**src/hw/alu_stream_pkg.sv**
```systemverilog
package alu_stream_pkg;

    // widths
    localparam int unsigned DATA_W = 8;   // operand and result width
    localparam int unsigned OPC_W  = 4;   // command opcode width
    localparam int unsigned CMD_W  = OPC_W + 2 * DATA_W;  // 20 bits
    localparam int unsigned RSP_W  = DATA_W + 3;           // 11 bits

    // command opcodes, 8..15 left unnamed and treated as illegal
    typedef enum logic [OPC_W-1:0] {
        OP_ADD  = 4'd0,
        OP_SUB  = 4'd1,
        OP_AND  = 4'd2,
        OP_OR   = 4'd3,
        OP_XOR  = 4'd4,
        OP_SHL  = 4'd5,
        OP_SHR  = 4'd6,
        OP_PASS = 4'd7
    } opcode_e;

    // internal operation classes seen by execute
    // subtract runs on the adder, with b inverted and carry in set by decode
    typedef enum logic [2:0] {
        ALU_ADD  = 3'd0,
        ALU_AND  = 3'd1,
        ALU_OR   = 3'd2,
        ALU_XOR  = 3'd3,
        ALU_SHL  = 3'd4,
        ALU_SHR  = 3'd5,
        ALU_PASS = 3'd6
    } alu_op_e;

    // command word as it travels through the input skid buffer
    // opcode is kept as a plain vector so that illegal codes survive
    typedef struct packed {
        logic [OPC_W-1:0]  opcode;  // raw opcode, may be illegal
        logic [DATA_W-1:0] a;       // operand a
        logic [DATA_W-1:0] b;       // operand b, shift amount in b[2:0]
    } cmd_word_t;

    // response word as it travels through the output skid buffer
    typedef struct packed {
        logic [DATA_W-1:0] result;  // 8-bit result
        logic              carry;   // carry out, or borrow on subtract
        logic              zero;    // result is zero, legal items only
        logic              error;   // illegal opcode
    } rsp_word_t;

endpackage

```
**src/hw/dec_exe_if.sv**
```systemverilog
`timescale 1ns/1ps

interface dec_exe_if
    import alu_stream_pkg::*;
    ();

    logic              valid;      // decode holds an item
    logic              ready;      // execute can take it
    alu_op_e           op;         // operation class
    logic [DATA_W-1:0] operand_a;
    logic [DATA_W-1:0] operand_b;  // already inverted on subtract
    logic              carry_in;   // adder carry in, 1 on subtract
    logic              sub;        // item is a subtract
    logic              illegal;    // opcode 8..15

    // decode side
    modport producer (output valid, op, operand_a, operand_b, carry_in, sub, illegal,
                      input  ready);

    // execute side
    modport consumer (input  valid, op, operand_a, operand_b, carry_in, sub, illegal,
                      output ready);

endinterface

```
**src/hw/exe_res_if.sv**
```systemverilog
`timescale 1ns/1ps

interface exe_res_if
    import alu_stream_pkg::*;
    ();

    logic              valid;    // execute holds an item
    logic              ready;    // result stage can take it
    logic [DATA_W-1:0] result;   // raw result, 0 on illegal
    logic              carry;    // carry or borrow
    logic              illegal;  // passed through from decode

    // execute side
    modport producer (output valid, result, carry, illegal,
                      input  ready);

    // result stage side
    modport consumer (input  valid, result, carry, illegal,
                      output ready);

    // nothing else travels here, flags are formed downstream

endinterface

```
**src/hw/alu_execute.sv**
```systemverilog
`timescale 1ns/1ps

module alu_execute
    import alu_stream_pkg::*;
    (
        input  wire logic   clk_i,
        input  wire logic   arst_n_i,
        dec_exe_if.consumer in,
        exe_res_if.producer out
    );

    logic              valid_r;    // slot occupied
    logic [DATA_W-1:0] result_r;
    logic              carry_r;
    logic              illegal_r;

    logic [DATA_W:0]   sum;        // adder with carry out in the top bit
    logic [DATA_W-1:0] result_d;
    logic              carry_d;
    logic              accept;

    // shared adder for add and subtract
    assign sum = {1'b0, in.operand_a} + {1'b0, in.operand_b} + {{DATA_W{1'b0}}, in.carry_in};

    always_comb begin
        result_d = '0;
        carry_d  = 1'b0;  // logic and shift ops give no carry
        if (!in.illegal) begin
            case (in.op)
                ALU_ADD: begin
                    result_d = sum[DATA_W-1:0];
                    carry_d  = in.sub ? !sum[DATA_W] : sum[DATA_W];  // borrow on subtract
                end
                ALU_AND:  result_d = in.operand_a & in.operand_b;
                ALU_OR:   result_d = in.operand_a | in.operand_b;
                ALU_XOR:  result_d = in.operand_a ^ in.operand_b;
                ALU_SHL:  result_d = in.operand_a << in.operand_b[2:0];
                ALU_SHR:  result_d = in.operand_a >> in.operand_b[2:0];
                ALU_PASS: result_d = in.operand_a;
                default:  result_d = '0;
            endcase
        end
    end

    assign in.ready = !valid_r || out.ready;
    assign accept   = in.valid && in.ready;

    always_ff @(posedge clk_i or negedge arst_n_i) begin
        if (!arst_n_i) begin
            valid_r <= 1'b0;
        end else if (accept) begin
            valid_r <= 1'b1;
        end else if (out.ready) begin
            valid_r <= 1'b0;
        end
    end

    always_ff @(posedge clk_i) begin
        if (accept) begin
            result_r  <= result_d;
            carry_r   <= carry_d;
            illegal_r <= in.illegal;  // carried on to the result stage
        end
    end

    assign out.valid   = valid_r;
    assign out.result  = result_r;
    assign out.carry   = carry_r;
    assign out.illegal = illegal_r;

endmodule

```
**src/hw/alu_stream_top.sv**
```systemverilog
`timescale 1ns/1ps

module alu_stream_top
    import alu_stream_pkg::*;
    (
        input  wire logic              clk_i,
        input  wire logic              arst_n_i,

        // command side
        input  wire logic              cmd_valid_i,
        output      logic              cmd_ready_o,
        input  wire logic [OPC_W-1:0]  cmd_opcode_i,
        input  wire logic [DATA_W-1:0] cmd_a_i,
        input  wire logic [DATA_W-1:0] cmd_b_i,

        // response side
        output      logic              rsp_valid_o,
        input  wire logic              rsp_ready_i,
        output      logic [DATA_W-1:0] rsp_result_o,
        output      logic              rsp_carry_o,
        output      logic              rsp_zero_o,
        output      logic              rsp_error_o
    );

    cmd_word_t cmd_word_in;   // packed from the ports
    cmd_word_t dec_word;      // skid to decode
    logic      dec_valid;
    logic      dec_ready;

    rsp_word_t fmt_word;      // result stage to output skid
    logic      fmt_valid;
    logic      fmt_ready;
    rsp_word_t rsp_word_out;  // unpacked onto the ports

    dec_exe_if dec_exe ();
    exe_res_if exe_res ();

    assign cmd_word_in.opcode = cmd_opcode_i;
    assign cmd_word_in.a      = cmd_a_i;
    assign cmd_word_in.b      = cmd_b_i;

    skid_buffer #(.WORD_WIDTH(CMD_W)) u_cmd_skid (
        .clk_i         (clk_i),
        .arst_n_i      (arst_n_i),
        .write_ready_o (cmd_ready_o),
        .write_valid_i (cmd_valid_i),
        .write_data_i  (cmd_word_in),
        .read_ready_i  (dec_ready),
        .read_valid_o  (dec_valid),
        .read_data_o   (dec_word)
    );

    cmd_decode u_decode (
        .clk_i       (clk_i),
        .arst_n_i    (arst_n_i),
        .cmd_valid_i (dec_valid),
        .cmd_ready_o (dec_ready),
        .cmd_word_i  (dec_word),
        .out         (dec_exe)
    );

    alu_execute u_execute (
        .clk_i    (clk_i),
        .arst_n_i (arst_n_i),
        .in       (dec_exe),
        .out      (exe_res)
    );

    result_format u_result (
        .clk_i       (clk_i),
        .arst_n_i    (arst_n_i),
        .in          (exe_res),
        .rsp_valid_o (fmt_valid),
        .rsp_ready_i (fmt_ready),
        .rsp_word_o  (fmt_word)
    );

    skid_buffer #(.WORD_WIDTH(RSP_W)) u_rsp_skid (
        .clk_i         (clk_i),
        .arst_n_i      (arst_n_i),
        .write_ready_o (fmt_ready),
        .write_valid_i (fmt_valid),
        .write_data_i  (fmt_word),
        .read_ready_i  (rsp_ready_i),
        .read_valid_o  (rsp_valid_o),
        .read_data_o   (rsp_word_out)
    );

    assign rsp_result_o = rsp_word_out.result;
    assign rsp_carry_o  = rsp_word_out.carry;
    assign rsp_zero_o   = rsp_word_out.zero;
    assign rsp_error_o  = rsp_word_out.error;

endmodule

```
**src/hw/cmd_decode.sv**
```systemverilog
`timescale 1ns/1ps

module cmd_decode
    import alu_stream_pkg::*;
    (
        input  wire logic      clk_i,
        input  wire logic      arst_n_i,
        input  wire logic      cmd_valid_i,
        output      logic      cmd_ready_o,
        input  wire cmd_word_t cmd_word_i,
        dec_exe_if.producer    out
    );

    logic              valid_r;    // slot occupied
    alu_op_e           op_r;
    logic [DATA_W-1:0] a_r;
    logic [DATA_W-1:0] b_r;
    logic              cin_r;
    logic              sub_r;
    logic              illegal_r;

    alu_op_e           op_d;       // decoded next values
    logic [DATA_W-1:0] b_d;
    logic              cin_d;
    logic              sub_d;
    logic              illegal_d;
    logic              accept;

    // opcode map
    always_comb begin
        op_d      = ALU_PASS;
        b_d       = cmd_word_i.b;
        cin_d     = 1'b0;
        sub_d     = 1'b0;
        illegal_d = 1'b0;
        case (cmd_word_i.opcode)
            OP_ADD:  op_d = ALU_ADD;
            OP_SUB: begin
                op_d  = ALU_ADD;       // a + ~b + 1
                b_d   = ~cmd_word_i.b;
                cin_d = 1'b1;
                sub_d = 1'b1;
            end
            OP_AND:  op_d = ALU_AND;
            OP_OR:   op_d = ALU_OR;
            OP_XOR:  op_d = ALU_XOR;
            OP_SHL:  op_d = ALU_SHL;
            OP_SHR:  op_d = ALU_SHR;
            OP_PASS: op_d = ALU_PASS;
            default: illegal_d = 1'b1;  // 8..15
        endcase
    end

    assign cmd_ready_o = !valid_r || out.ready;  // empty slot or slot drains now
    assign accept      = cmd_valid_i && cmd_ready_o;

    always_ff @(posedge clk_i or negedge arst_n_i) begin
        if (!arst_n_i) begin
            valid_r <= 1'b0;
        end else if (accept) begin
            valid_r <= 1'b1;
        end else if (out.ready) begin
            valid_r <= 1'b0;  // item left, nothing new
        end
    end

    always_ff @(posedge clk_i) begin
        if (accept) begin
            op_r      <= op_d;
            a_r       <= cmd_word_i.a;
            b_r       <= b_d;
            cin_r     <= cin_d;
            sub_r     <= sub_d;
            illegal_r <= illegal_d;
        end
    end

    assign out.valid     = valid_r;
    assign out.op        = op_r;
    assign out.operand_a = a_r;
    assign out.operand_b = b_r;
    assign out.carry_in  = cin_r;
    assign out.sub       = sub_r;
    assign out.illegal   = illegal_r;

endmodule

```
**src/hw/result_format.sv**
```systemverilog
`timescale 1ns/1ps

module result_format
    import alu_stream_pkg::*;
    (
        input  wire logic   clk_i,
        input  wire logic   arst_n_i,
        exe_res_if.consumer in,
        output      logic      rsp_valid_o,
        input  wire logic      rsp_ready_i,
        output      rsp_word_t rsp_word_o
    );

    logic      valid_r;  // slot occupied
    rsp_word_t word_r;
    rsp_word_t word_d;
    logic      accept;

    // flags
    always_comb begin
        if (in.illegal) begin
            word_d.result = '0;  // error response carries no data
            word_d.carry  = 1'b0;
            word_d.zero   = 1'b0;
            word_d.error  = 1'b1;
        end else begin
            word_d.result = in.result;
            word_d.carry  = in.carry;
            word_d.zero   = (in.result == '0);
            word_d.error  = 1'b0;
        end
    end

    assign in.ready = !valid_r || rsp_ready_i;
    assign accept   = in.valid && in.ready;

    always_ff @(posedge clk_i or negedge arst_n_i) begin
        if (!arst_n_i) begin
            valid_r <= 1'b0;
        end else if (accept) begin
            valid_r <= 1'b1;
        end else if (rsp_ready_i) begin
            valid_r <= 1'b0;
        end
    end

    always_ff @(posedge clk_i) begin
        if (accept) begin
            word_r <= word_d;
        end
    end

    assign rsp_valid_o = valid_r;
    assign rsp_word_o  = word_r;  // into the output skid buffer

endmodule

```
**src/hw/skid_buffer.sv**
```systemverilog
`timescale 1ns/1ps

module skid_buffer
    #(
        parameter int unsigned WORD_WIDTH = 8
    )
    (
        input  wire logic                  clk_i,
        input  wire logic                  arst_n_i,

        // write side
        output      logic                  write_ready_o,
        input  wire logic                  write_valid_i,
        input  wire logic [WORD_WIDTH-1:0] write_data_i,

        // read side
        input  wire logic                  read_ready_i,
        output      logic                  read_valid_o,
        output      logic [WORD_WIDTH-1:0] read_data_o
    );

    // empty   -> running on load
    // running -> running on run (write and read together)
    // running -> full    on buffer, running -> empty on unload
    // full    -> running on unbuffer
    typedef enum logic [1:0] {
        ST_EMPTY   = 2'b00,  // nothing in the output register
        ST_RUNNING = 2'b01,  // output register holds a word, side buffer free
        ST_FULL    = 2'b10   // both registers hold a word, writes stalled
    } state_t;

    state_t state_r;
    state_t state_next;

    logic write_ready_r;
    logic read_valid_r;

    logic [WORD_WIDTH-1:0] out_data_r;   // output register
    logic [WORD_WIDTH-1:0] side_data_r;  // skid register

    logic insert;  // write handshake this cycle
    logic remove;  // read handshake this cycle

    logic load;
    logic unload;
    logic buffer;
    logic unbuffer;
    logic run;

    assign insert = write_valid_i && write_ready_r;
    assign remove = read_valid_r && read_ready_i;

    always_comb begin
        load     = (state_r == ST_EMPTY)   &&  insert;
        unload   = (state_r == ST_RUNNING) && !insert &&  remove;  // last word leaves
        buffer   = (state_r == ST_RUNNING) &&  insert && !remove;  // reader stalled, use skid
        unbuffer = (state_r == ST_FULL)    &&  remove;             // refill from skid
        run      = (state_r == ST_RUNNING) &&  insert &&  remove;  // straight through
    end

    always_comb begin
        state_next = state_r;  // hold by default
        if (load || unbuffer) begin
            state_next = ST_RUNNING;
        end else if (buffer) begin
            state_next = ST_FULL;
        end else if (unload) begin
            state_next = ST_EMPTY;
        end
    end

    // control state, ready and valid are registered from the next state
    always_ff @(posedge clk_i or negedge arst_n_i) begin
        if (!arst_n_i) begin
            state_r       <= ST_EMPTY;
            write_ready_r <= 1'b1;  // accept right after reset
            read_valid_r  <= 1'b0;
        end else begin
            state_r       <= state_next;
            write_ready_r <= (state_next != ST_FULL);   // drops one cycle after filling
            read_valid_r  <= (state_next != ST_EMPTY);
        end
    end

    // data path
    always_ff @(posedge clk_i) begin
        if (load || run) begin
            out_data_r <= write_data_i;  // new word goes straight to the output
        end else if (unbuffer) begin
            out_data_r <= side_data_r;   // skid word moves up
        end
        if (buffer) begin
            side_data_r <= write_data_i; // park the word while the reader stalls
        end
    end

    assign write_ready_o = write_ready_r;
    assign read_valid_o  = read_valid_r;
    assign read_data_o   = out_data_r;   // stable while valid and not taken

endmodule
```
**config.mk**
```make
export PLATFORM = sky130hd
export DESIGN_NAME = alu_stream_top
export DESIGN_NICKNAME = d
export VERILOG_FILES = /design/src/hw/alu_stream_pkg.sv /design/src/hw/dec_exe_if.sv /design/src/hw/exe_res_if.sv /design/src/hw/alu_execute.sv /design/src/hw/alu_stream_top.sv /design/src/hw/cmd_decode.sv /design/src/hw/result_format.sv /design/src/hw/skid_buffer.sv
export SDC_FILE = /design/constraint.sdc
export NUM_CORES = 1
export LEC_CHECK = 0
export BUFFER_PORTS_ARGS = -buffer_cell sky130_fd_sc_hd__buf_2
export CAP_MARGIN = 20
export CELL_PAD_IN_SITES_DETAIL_PLACEMENT = 0
export CELL_PAD_IN_SITES_GLOBAL_PLACEMENT = 2
export CORE_MARGIN = 4
export CORE_UTILIZATION = 30
export DETAILED_ROUTE_END_ITERATION = 8
export HOLD_SLACK_MARGIN = 0.15
export PLACE_DENSITY_LB_ADDON = 0.15
export SYNTH_ARGS = -nofsm -noshare
export SYNTH_HDL_FRONTEND = slang
export SYNTH_SLANG_ARGS = --single-unit
```
**constraint.sdc**
```tcl
create_clock -name clk_i -period 3.8 [get_ports clk_i]
set_input_delay 0.57 -clock clk_i [delete_from_list [all_inputs] [get_ports clk_i]]
set_output_delay 0.57 -clock clk_i [all_outputs]
set_load 0.05 [all_outputs]
```
Word-level counts from Yosys, hierarchy flattened:

Cells that the tools add are included.

* $add $sub $neg: 2
* equal/unequal tests: 19
* shifts and indexed selects: 2
* mux-type cells: 23
* bitwise logic cells: 5
* reduce and logical (&&, ||, !) cells: 50

Operators with widths (number)
* $pmux W8 S7: 1
* $mux W20: 2
* $mux W11: 2
* $logic_and A1 B1 Y1: 20
* $pmux W3 S6: 1
* $eq A4 B3 Y1 const B: 4
* $reduce_bool A2 Y1: 7
* $mux W2: 6
* $mux W1: 10
* $add A8 B8 Y9: 1
* $add A9 B1 Y9: 1
* $eq A3 B3 Y1 const B: 3
* $and A8 B8 Y8: 1
* $eq A4 B2 Y1 const B: 2
* $logic_not A1 Y1: 8
* $logic_not A8 Y1: 1
* $mux W8: 1
* $not A8 Y8: 1
* $or A8 B8 Y8: 1
* $reduce_or A8 Y1: 1
* $shl A8 B3 Y8: 1
* $shr A8 B3 Y8: 1
* $xor A8 B8 Y8: 1
* $logic_or A1 B1 Y1: 7
* 11 further kinds: 17

* register bits: 115
* input bits: 24
* output and inout port bits: 13
* word-level logic and storage cells: 126

Logic depth before layout (Yosys ltp):

Gate-level depths: netlist of run 1.

* word-level depth: 10
* mapped depth: 9
* depth with buffers taken out: 7

By module:

Synthesis of run 1 repeated with hierarchy kept, for this count alone.

* cells, all modules: 414
* area total of the unflattened synthesis: 5748.0 µm²

Modules (own cells, without submodules)
* alu_execute: times used 1, cells each 208, area an instance 1781.7 µm², seq. area each 325.3 µm²
* skid_buffer at u_cmd_skid: times used 1, cells each 81, area an instance 1647.8 µm², seq. area each 1302.5 µm²
* skid_buffer at u_rsp_skid: times used 1, cells each 54, area an instance 1039.7 µm², seq. area each 762.0 µm²
* cmd_decode: times used 1, cells each 44, area an instance 818.3 µm², seq. area each 655.6 µm²
* result_format: times used 1, cells each 27, area an instance 460.4 µm², seq. area each 355.3 µm²

Worst setup path after synthesis of run 1:

No wires, ideal clock.

* path kind: reg2reg
* from: register u_rsp_skid.write_ready_r (netlist: u_rsp_skid.write_ready_o)
* to: register u_cmd_skid.side_data_r[0], enable pin
* library setup time: 0.422 ns
* data arrival time: 2.621 ns
* required time: 3.378 ns
* slack: 0.757 ns
* stages on the path, launching flop included: 6
* buffers on the path: 0
* clock period less this slack: 3.043 ns
* path through: dfstp_2 > and3b_1 > nand2_2 > nand2_4 > inv_1 > nor3_1

* cells in the longest elaborated chain, start to end: 6

Ends and longest elaborated chain
* from (decl): line skid_buffer.sv:35 `logic write_ready_r;`
* from (signal assigned): line skid_buffer.sv:80 `write_ready_r <= (state_next != ST_FULL);`
* $logic_or A1 B1 Y1: line result_format.sv:34 `assign in.ready = !valid_r || rsp_ready_i;`
* $logic_or A1 B1 Y1: line alu_execute.sv:45 `assign in.ready = !valid_r || out.ready;`
* $logic_or A1 B1 Y1: line cmd_decode.sv:54 `assign cmd_ready_o = !valid_r || out.ready;`
* $logic_and A1 B1 Y1: line skid_buffer.sv:51 `assign remove = read_valid_r && read_ready_i;`
* named net u_cmd_skid.remove: line skid_buffer.sv:42 `logic remove;`
* $logic_not A1 Y1: line skid_buffer.sv:56 `buffer = (state_r == ST_RUNNING) && insert && !remove;`
* $logic_and A1 B1 Y1: line skid_buffer.sv:56
* named net u_cmd_skid.buffer: line skid_buffer.sv:46 `logic buffer;`
* to (signal assigned): line skid_buffer.sv:93 `side_data_r <= write_data_i;`
* to (decl): line skid_buffer.sv:39 `logic [WORD_WIDTH-1:0] side_data_r;`

The timed path passes the listed nets, and every way through them passes these cells.
A chain may end at the register's enable or synchronous reset.

Worst setup path after layout of run 1:

* from: register u_decode.a_r[0] (netlist: u_decode.out.operand_a[0])
* to: register u_execute.result_r[6] (netlist: u_execute.out.result[6]) (data pin)

* cells in the longest elaborated chain, start to end: 3
* elaborated cells on any way between the ends: 5
* classes of those cells: add/sub: 2; shift: 2; mux: 1

Ends and longest elaborated chain
* from (decl): line cmd_decode.sv:16 `logic [DATA_W-1:0] a_r;`
* from (signal assigned): line cmd_decode.sv:70 `a_r <= cmd_word_i.a;`
* $add A8 B8 Y9: line alu_execute.sv:23 `assign sum = {1'b0, in.operand_a} + {1'b0, in.operand_b} + {{DATA_W{1'b0}}, in.carry_in};`
* $add A9 B1 Y9: line alu_execute.sv:23
* $pmux W8 S7 *: line alu_execute.sv:29 `case (in.op)`
* to (signal assigned): line alu_execute.sv:60 `result_r <= result_d;`
* to (decl): line alu_execute.sv:13 `logic [DATA_W-1:0] result_r;`

Every way passes the cells marked *; elsewhere a longest branch is shown, timed or not.

==> impl_metrics.toml, run 1 <==
[sta]
setup_viol = 0
fin_crit_ps = 2600
fin_setup_tns_ps = 0
rsz0062_at_grt = "false"
finalWorstSetupSlack_ps = 1200
holdWs_ps = 354
fmax_ghz = 0.385
hold_viol_final = 0
relSlewSlack = 0.372
fin_crit_sh = 0.684
worst_pin_slew_ps = 940
final-max-slew-violation-count = 0
fin_skew_ps = 9.94

[routing]
avgViaCountPerCell = 4.82
totalWireLength_um = 11300
drc = 0
first_iter_violations = 135
num_vias = 3358
post_drt_wl_per_cell_um = 16.3
firstDrtPassIters = 5
postRouteAntennaNets = 0

[pwr]
power.density_mw_per_mm2 = 957
leakage_nw = 2.56
irDropWorstVdd_mv = 0.365
p_total_mw = 6.46

[clock_tree]
hold_buffers = 1
cts_resized = 0
cts_sinks = 115
clk-insertion-delay-late_ps = 410
path_clk_slew_ps = 60
post_cts_buffers = 0
h-tree-depth = 4
tritoncts = "done"
cts_root_buf = "clkbuf_16"
cts_buffer_depth = 2
cts_buffers = 17

[placed_design]
place_congestion = 0.840
dp.cells = 664
dp_hpwl_um = 8220
port_buffers = 36
pre_cts_ws_ps = 1200

[grt]
overflow = 0
grt_pass1_wl_um = 19100
grtUsageTotal = 0.113
grt_max_degree = 22
grt_pass1_vias = 3582
antenna_found_initial = 0

[synth]
ys_warn_count = 0
synth_cell_types = 58
yosys.area.top_type = "edfxtp_1"
ys.flop_type = "edfxtp_1"
async_flop_share = 0.0957
yosysMostFrequentCell = "edfxtp_1"
synth.cells.most_frequent = "edfxtp_1, mux2_2, inv_1, nor2_1"
synth_fp_nets = 451
synth_top_area_frac = 0.552
syn_inst = 408
syn_area_per_cell_um2 = 13.9
synthTopCellsByArea = "edfxtp_1, mux2_2, dfrtp_1"
synth_seq_cells = 115
synth-edff-count = 104
yosysSeqAreaShare = 0.601
syn_area_mm2 = 0.00566

[finish]
finalNonFillerCells = 697
nNetsFinal = 498
diodes = 0
area_growth_pct = 19.4
drive_gt1_frac = 0.269

[worst_setup_path]
reg2regPathDepth = 7
crit_slowest_cell = "fa_1"
crit_cells = 7
crit_path_frequent_cell = "fa_1"
crit_chain = "fa_1 -> fa_1 -> a211oi_1 -> o21a_1 -> nor3_1 -> o21ai_0 -> a31oi_1"
cp.arrival_ps = 2730
worst_ep_required_time_ps = 3930
crit_fanout = 8
critPathKind = "flop to flop"
path_buf_inv = 0
cp_top_family = "adder cells"
critPathLaunchType = "flop"
endpoint_kind = "flop"
critPathMaxStageDelay_ps = 530

[worst_hold_path]
hold_depth = 1
holdCritPathClass = "input pin to flop"

[flow_run]
maxCapViolations = 0

[die]
row_count = 49
dieArea_mm2 = 0.0211
initial_core_util = 0.310
io_pins = 37
die-width_um = 145
core_mm2 = 0.0183
die_h_um = 145

[run_status]
status = "finished, final reports clean"
==> stage by stage <==
| step | area, um2 | utilization |
|---|---|---|
| final | 6750 | 0.370 |
| after global routing | 6750 | 0.370 |
| after CTS | 6750 | 0.370 |
| after detailed placement | 6100 | 0.334 |
| after global placement | 6100 | 0.334 |
| after floorplan | 5660 | - |
==> registers in the layout, indices dropped and copies added, names as in the netlist, 2 cells and up <==
register / count
u_cmd_skid.read_data_o: 20
u_cmd_skid.side_data_r: 20
u_cmd_skid.state_r: 2
u_decode.out.op: 3
u_decode.out.operand_a: 8
u_decode.out.operand_b: 8
u_execute.out.result: 8
u_result.rsp_word_o: 11
u_rsp_skid.read_data_o: 11
u_rsp_skid.side_data_r: 11
u_rsp_skid.state_r: 2
==> final cells by class <==
type | instances | area, um2
inverter | 20 | 75.1
tap | 229 | 287
fill | 1752 | 11500
clock buffer | 17 | 425
multi-input combinational | 254 | 2080
sequential | 115 | 3400
timing repair buffer | 47 | 265
clock inverter | 15 | 218
==> worst paths after layout <==
| path | startpoint | endpoint | slack (ps) |
|---|---|---|---|
| min | cmd_opcode_i[2] | u_cmd_skid.side_data_r[18]$_DFFE_PP_ | 350 |
| max reg2reg | u_decode.out.operand_a[0]$_DFFE_PP_ | u_execute.out.result[6]$_SDFFCE_PP0P_ | 1200 |
| min reg2reg | u_cmd_skid.read_data_o[12]$_DFFE_PP_ | u_decode.out.operand_a[4]$_DFFE_PP_ | 420 |
| max in group asynchronous | arst_n_i | u_rsp_skid.write_ready_o$_DFF_PN1_ | 2960 |
| max | u_decode.out.operand_a[0]$_DFFE_PP_ | u_execute.out.result[6]$_SDFFCE_PP0P_ | 1200 |
| min in group asynchronous | arst_n_i | u_rsp_skid.state_r[0]$_DFF_PN0_ | 560 |
==> cell usage in the layout, fill, tap and decap left out, drive strengths merged, types with 3 or more instances in the layout <==
master	Yosys	layout
nor4	4	4
edfxtp	104	104
and3b	3	3
buf	15	46
mux2i	9	9
inv	20	27
clkinv	0	4
a22oi	4	4
a31oi	6	6
xor2	8	8
mux4	8	8
a22o	4	4
nand2	21	21
bufinv	0	4
a21o	4	4
nand2b	9	9
ha	17	17
dfrtp	9	9
nor2b	13	13
a21oi	19	19
nor2	20	20
mux2	33	33
nor3	8	8
o21ai	12	12
nand3	3	3
o22ai	4	4
a221oi	5	5
a211oi	4	4
clkbuf	4	17
o22a	4	4
==> power breakdown <==
part	total [mW]	internal, mW	switching [mW]
combinational	2.29	0.989	1.30
sequential	2.43	2.02	0.405
clock	1.74	1.12	0.623
==> per-layer routing <==
metal,global-route usage,up-vias,wire length [um]
li1,-,1663,-
met1,0.141,1615,5230
met2,0.183,65,5410
met3,0.0340,15,401
met4,0.0494,0,280
met5,0,-,0
==> logic make-up (layout without fill, tap and decap cells) <==
| group | count (synthesis) | after routing | synth area share |
|---|---|---|---|
| flops | 115 | 115 | 0.601 |
| compound gates | 81 | 81 | 0.101 |
| simple gates | 94 | 94 | 0.0885 |
| fa+ha+maj | 19 | 19 | 0.0447 |
| xor+xnor | 10 | 10 | 0.0155 |
| mux | 50 | 50 | 0.116 |
| buf+inv | 39 | 99 | 0.0327 |
(Power assumes the default switching activity.)
==> run 2: changes to the inputs <==
- clock period: 3.8 -> 2.5 ns (I/O delays scaled with it)
==> impl_metrics.toml, run 2 (synthesis results as in run 1) <==
[worst_setup_path]
crit_chain = "fa_1 -> fa_2 -> a21o_1 -> a21oi_1 -> xnor2_1 -> a22oi_1 -> a21oi_1"
critPathMaxStageDelay_ps = 500
worst_ep_required_time_ps = 2650
rr_endpoint = "u_execute.out.result[4]$_SDFFCE_PP0P_"
crit_path_frequent_cell = "a21oi_1"
reg2regPathDepth = 7
reg2reg_slack_ps = 170
critPathKind = "flop to flop"
endpoint_kind = "flop"
startpoint = "u_decode.out.operand_a[0]$_DFFE_PP_"
crit_slowest_cell = "fa_1"
critPathLaunchType = "flop"
crit_fanout = 4
reg2reg_from = "u_decode.out.operand_a[0]$_DFFE_PP_"
cp.arrival_ps = 2480
crit_end = "u_execute.out.result[4]$_SDFFCE_PP0P_"

[routing]
totalWireLength_um = 12000
first_iter_violations = 117
avgViaCountPerCell = 4.77
post_drt_wl_per_cell_um = 16.4
drc = 0
firstDrtPassIters = 5
postRouteAntennaNets = 0
num_vias = 3496

[grt]
grt_pass1_vias = 3575
grtUsageTotal = 0.118
antenna_found_initial = 0
grt_max_degree = 22
grt_pass1_wl_um = 19600
overflow = 0

[placed_design]
dp_hpwl_um = 8470
place_congestion = 0.810
placed_cell_area_mm2 = 0.00624
dp.cells = 680
port_buffers = 36
pre_cts_ws_ps = 76.5

[sta]
fin_crit_ps = 2330
setup_viol = 0
final-max-slew-violation-count = 0
hold_viol_final = 0
relSlewSlack = 0.613
finalWorstSetupSlack_ps = 172
fin_setup_tns_ps = 0
fin_crit_sh = 0.931
fin_skew_ps = 6.54
rsz0062_at_grt = "false"
fmax_ghz = 0.430
worst_pin_slew_ps = 579

[pwr]
p_sw_mw = 3.66
leakage_nw = 2.71
power.density_mw_per_mm2 = 1410
sw_frac_of_total = 0.367
power_frac_seq = 0.351
irDropWorstVdd_mv = 0.585
p_int_mw = 6.32
clkPwrFrac = 0.245
comb_power_share = 0.404

[clock_tree]
cts_buffers = 17
tritoncts = "done"
clk-insertion-delay-late_ps = 410
cts_sinks = 115
cts_buffer_depth = 2
h-tree-depth = 4
path_clk_slew_ps = 60
cts_root_buf = "clkbuf_16"

[die]
dieArea_mm2 = 0.0211
row_count = 49
die-width_um = 145
core_mm2 = 0.0183
io_pins = 37
die_h_um = 145
initial_core_util = 0.310

[flow_run]
maxCapViolations = 0

[finish]
diodes = 0
finalNonFillerCells = 733
mostFrequentLayoutCells = "edfxtp_1, buf_2, mux2_2"
area_growth_pct = 24.9
final_cell_area_mm2 = 0.00706
final_common_cell = "edfxtp_1"
drive_gt1_frac = 0.288
nNetsFinal = 534

[run_status]
status = "finished, final reports clean"

[worst_hold_path]
holdCritPathClass = "input pin to flop"
run 2: cell types whose count changed in the layout (fill, tap and decap cells not counted), moves of 2 or more:
cell,delta
dlygate4sd3_1,+20
buf_4,+14
buf_12,+2
bufinv_16,-2
run 2: metrics by stage:
| stage | total power [mW] | util | hold slack (ps) |
|---|---|---|---|
| finish | 9.99 | 0.387 | 259 |
| CTS | 10.1 | 0.386 | 233 |
| global placement | 7.58 | 0.342 | 254 |
| detailed placement | 7.54 | 0.342 | 258 |
| floorplan | 6.26 | - | 79.4 |
| global route | 10.7 | 0.387 | 267 |
run 2: final cells by class:
| cell class | count | area, um2 |
|---|---|---|
| fillers | 1762 | 11200 |
| multi-input cells | 254 | 2100 |
| inverters | 20 | 75.1 |
| clock buffers | 17 | 425 |
| clock inverters | 15 | 170 |
| repair buffers | 83 | 611 |
| flip-flops and latches | 115 | 3400 |
| well taps | 229 | 287 |
run 2: what timing repair did:
item	in CTS	in global routing
setup endpoints to repair	0	2
hold buffers	21	0
buffers inserted	0	0
gates resized for setup	0	3
endpoints found under the hold margin	31	0
run 2: power by group through the flow:
stage | Clock (mW) | Combinational, mW | Sequential [mW]
global placement | 0 | 4.04 | 3.54
CTS | 2.53 | 4.03 | 3.52
detailed placement | 0 | 3.99 | 3.55
floorplan | 0 | 2.71 | 3.55
global route | 2.63 | 4.42 | 3.60
finish | 2.45 | 4.03 | 3.51
run 2: critical path, delay by kind of cell, from the launching register on:
family                   cells  cell delay (ps)
adder cells (fa/ha/maj)      2              900
AO/OA/AOI/OAI                4              670
XOR/XNOR                     1              100
flip-flops                   1              410
run 2: layer usage:
layer / wire (um) / share of wire / vias to the layer above / GRT usage
met3: 337 / 0.028 / 14 / 0.0299
li1: - / - / 1728 / -
met1: 5410 / 0.45 / 1692 / 0.143
met4: 280 / 0.023 / 0 / 0.0627
met5: 0 / 0 / - / 0
met2: 5990 / 0.50 / 62 / 0.196
run 2: how the worst min path moves through the flow:
stage | from | endpoint | slack (ps) | cells past startpoint
after floorplan | arst_n_i | u_cmd_skid.read_valid_o$_DFF_PN0_ | 80 | 0
after global placement | arst_n_i | u_rsp_skid.read_valid_o$_DFF_PN0_ | 250 | 1
after detailed placement | arst_n_i | u_rsp_skid.state_r[0]$_DFF_PN0_ | 260 | 1
after CTS | cmd_valid_i | u_cmd_skid.read_valid_o$_DFF_PN0_ | 230 | 3
after global routing | cmd_valid_i | u_cmd_skid.read_valid_o$_DFF_PN0_ | 270 | 3
final | cmd_valid_i | u_cmd_skid.read_valid_o$_DFF_PN0_ | 260 | 3
==> run 3: changes to the inputs <==
- PLACE_DENSITY: unset -> 0.55
- PLACE_DENSITY_LB_ADDON: 0.15 -> unset
==> impl_metrics.toml, run 3 (synthesis results as in run 1) <==
[run_status]
status = "finished, final reports clean"

[flow_run]
maxCapViolations = 0

[pwr]
power.density_mw_per_mm2 = 1410
clkPwrFrac = 0.236
p_int_mw = 6.39
power_frac_seq = 0.356
comb_power_share = 0.408
irDropWorstVdd_mv = 0.553
p_total_mw = 9.91
sw_frac_of_total = 0.356
leakage_nw = 2.69
p_sw_mw = 3.53

[sta]
setup_viol = 0
hold_viol_final = 0
rsz0062_at_grt = "false"
fin_skew_ps = 8.22
fmax_ghz = 0.429
relSlewSlack = 0.637
fin_setup_tns_ps = 0
fin_crit_sh = 0.932
worst_pin_slew_ps = 543
fin_crit_ps = 2330
final-max-slew-violation-count = 0

[routing]
totalWireLength_um = 11900
post_drt_wl_per_cell_um = 16.2
num_vias = 3527
drc = 0
first_iter_violations = 196
postRouteAntennaNets = 0
firstDrtPassIters = 4
avgViaCountPerCell = 4.81

[die]
initial_core_util = 0.310
die_h_um = 145
row_count = 49
core_mm2 = 0.0183
die-width_um = 145
dieArea_mm2 = 0.0211
io_pins = 37

[worst_setup_path]
worst_ep_required_time_ps = 2620
reg2reg_slack_ps = 170
reg2regPathDepth = 7
critPathKind = "flop to flop"
critPathLaunchType = "flop"
crit_fanout = 4
endpoint_kind = "flop"
cp.arrival_ps = 2450
reg2reg_from = "u_decode.out.operand_a[0]$_DFFE_PP_"
rr_endpoint = "u_execute.out.result[6]$_SDFFCE_PP0P_"

[clock_tree]
cts_sinks = 115
tritoncts = "done"
cts_buffer_depth = 2
path_clk_slew_ps = 50
cts_root_buf = "clkbuf_16"
clk-insertion-delay-late_ps = 400
h-tree-depth = 4
cts_buffers = 17

[finish]
fill_cells = 1739
final_core_util = 0.386
diodes = 0
drive_gt1_frac = 0.278
area_growth_pct = 24.6
final_common_cell = "edfxtp_1"
nNetsFinal = 535
multi_input_area_mm2 = 0.00209
mostFrequentLayoutCells = "edfxtp_1, buf_2, mux2_2"
seq_area_mm2 = 0.00340
finalNonFillerCells = 733

[grt]
grt_pass1_wl_um = 19800
antenna_found_initial = 0
grtUsageTotal = 0.120
grt_max_degree = 22
overflow = 0
grt_pass1_vias = 3708

[placed_design]
dp_hpwl_um = 8450
dp.cells = 681
port_buffers = 36
place_congestion = 0.810

[worst_hold_path]
holdCritPathClass = "input pin to flop"
hold_depth = 3
hold_start = "cmd_valid_i"
hold_end = "u_cmd_skid.read_valid_o$_DFF_PN0_"
run 3: cell count changes in the layout (fill, tap and decap cells not counted), moves of 2 or more:
cell,before,now
clkinv_1,0,3
clkbuf_1,0,2
inv_6,5,0
inv_8,2,0
clkinv_4,3,1
run 3: power groups by stage:
stage                     Sequential [mW]  Clock [mW]  Combinational (mW)
after floorplan                      3.55           0                2.71
after global placement               3.56           0                4.08
after detailed placement             3.58           0                4.00
after CTS                            3.55        2.41                4.04
after global routing                 3.64        2.51                4.47
final                                3.53        2.34                4.05
run 3: worst max-delay path by stage:
stage	startpoint	to	depth (start not counted)
finish	u_decode.out.operand_a[0]$_DFFE_PP_	u_execute.out.result[6]$_SDFFCE_PP0P_	7
detailed placement	u_decode.out.operand_a[0]$_DFFE_PP_	u_execute.out.result[6]$_SDFFCE_PP0P_	7
CTS	u_decode.out.operand_a[0]$_DFFE_PP_	u_execute.out.result[6]$_SDFFCE_PP0P_	7
floorplan	u_decode.out.operand_b[1]$_DFFE_PP_	u_execute.out.result[7]$_SDFFCE_PP0P_	9
global placement	u_decode.out.operand_a[0]$_DFFE_PP_	u_execute.out.result[6]$_SDFFCE_PP0P_	7
global route	u_decode.out.operand_a[0]$_DFFE_PP_	u_execute.out.result[6]$_SDFFCE_PP0P_	7
run 3: layer usage:
layer / wire length (um) / track usage
met5: 0 / 0
met4: 298 / 0.0565
met3: 419 / 0.0296
met2: 5860 / 0.197
met1: 5300 / 0.149
run 3: timing repair:
action	in CTS	in global routing
endpoints found under the setup margin	0	4
gates resized for setup	0	3
hold buffers	21	0
hold endpoints to repair	31	0
buffers inserted	0	0
run 3: worst max-delay path, stage by stage, from the launching register on:
cell,delay [ps]
edfxtp_1,430
fa_2,430
fa_2,380
a211oi_1,260
o21a_1,190
nor3_1,70
o21ai_0,190
a31oi_1,100
run 3: cell type report:
cell class,instances,area share
flip-flops and latches,115,0.483
clock inverters,12,0.0199
clock buffers,19,0.0614
well taps,229,0.0407
multi-input cells,254,0.297
repair buffers,84,0.0877
inverters,20,0.0107
run 3: per-stage QoR:
step	hold WS (ps)	setup WS [ps]	cell area, um2
3_5_place_dp	260	41.0	6250
5_1_grt	265	64.2	7050
3_3_place_gp	254	69.0	6250
2_1_floorplan	79.4	51.6	5660
6_report	254	171	7050
4_1_cts	233	31.7	7040
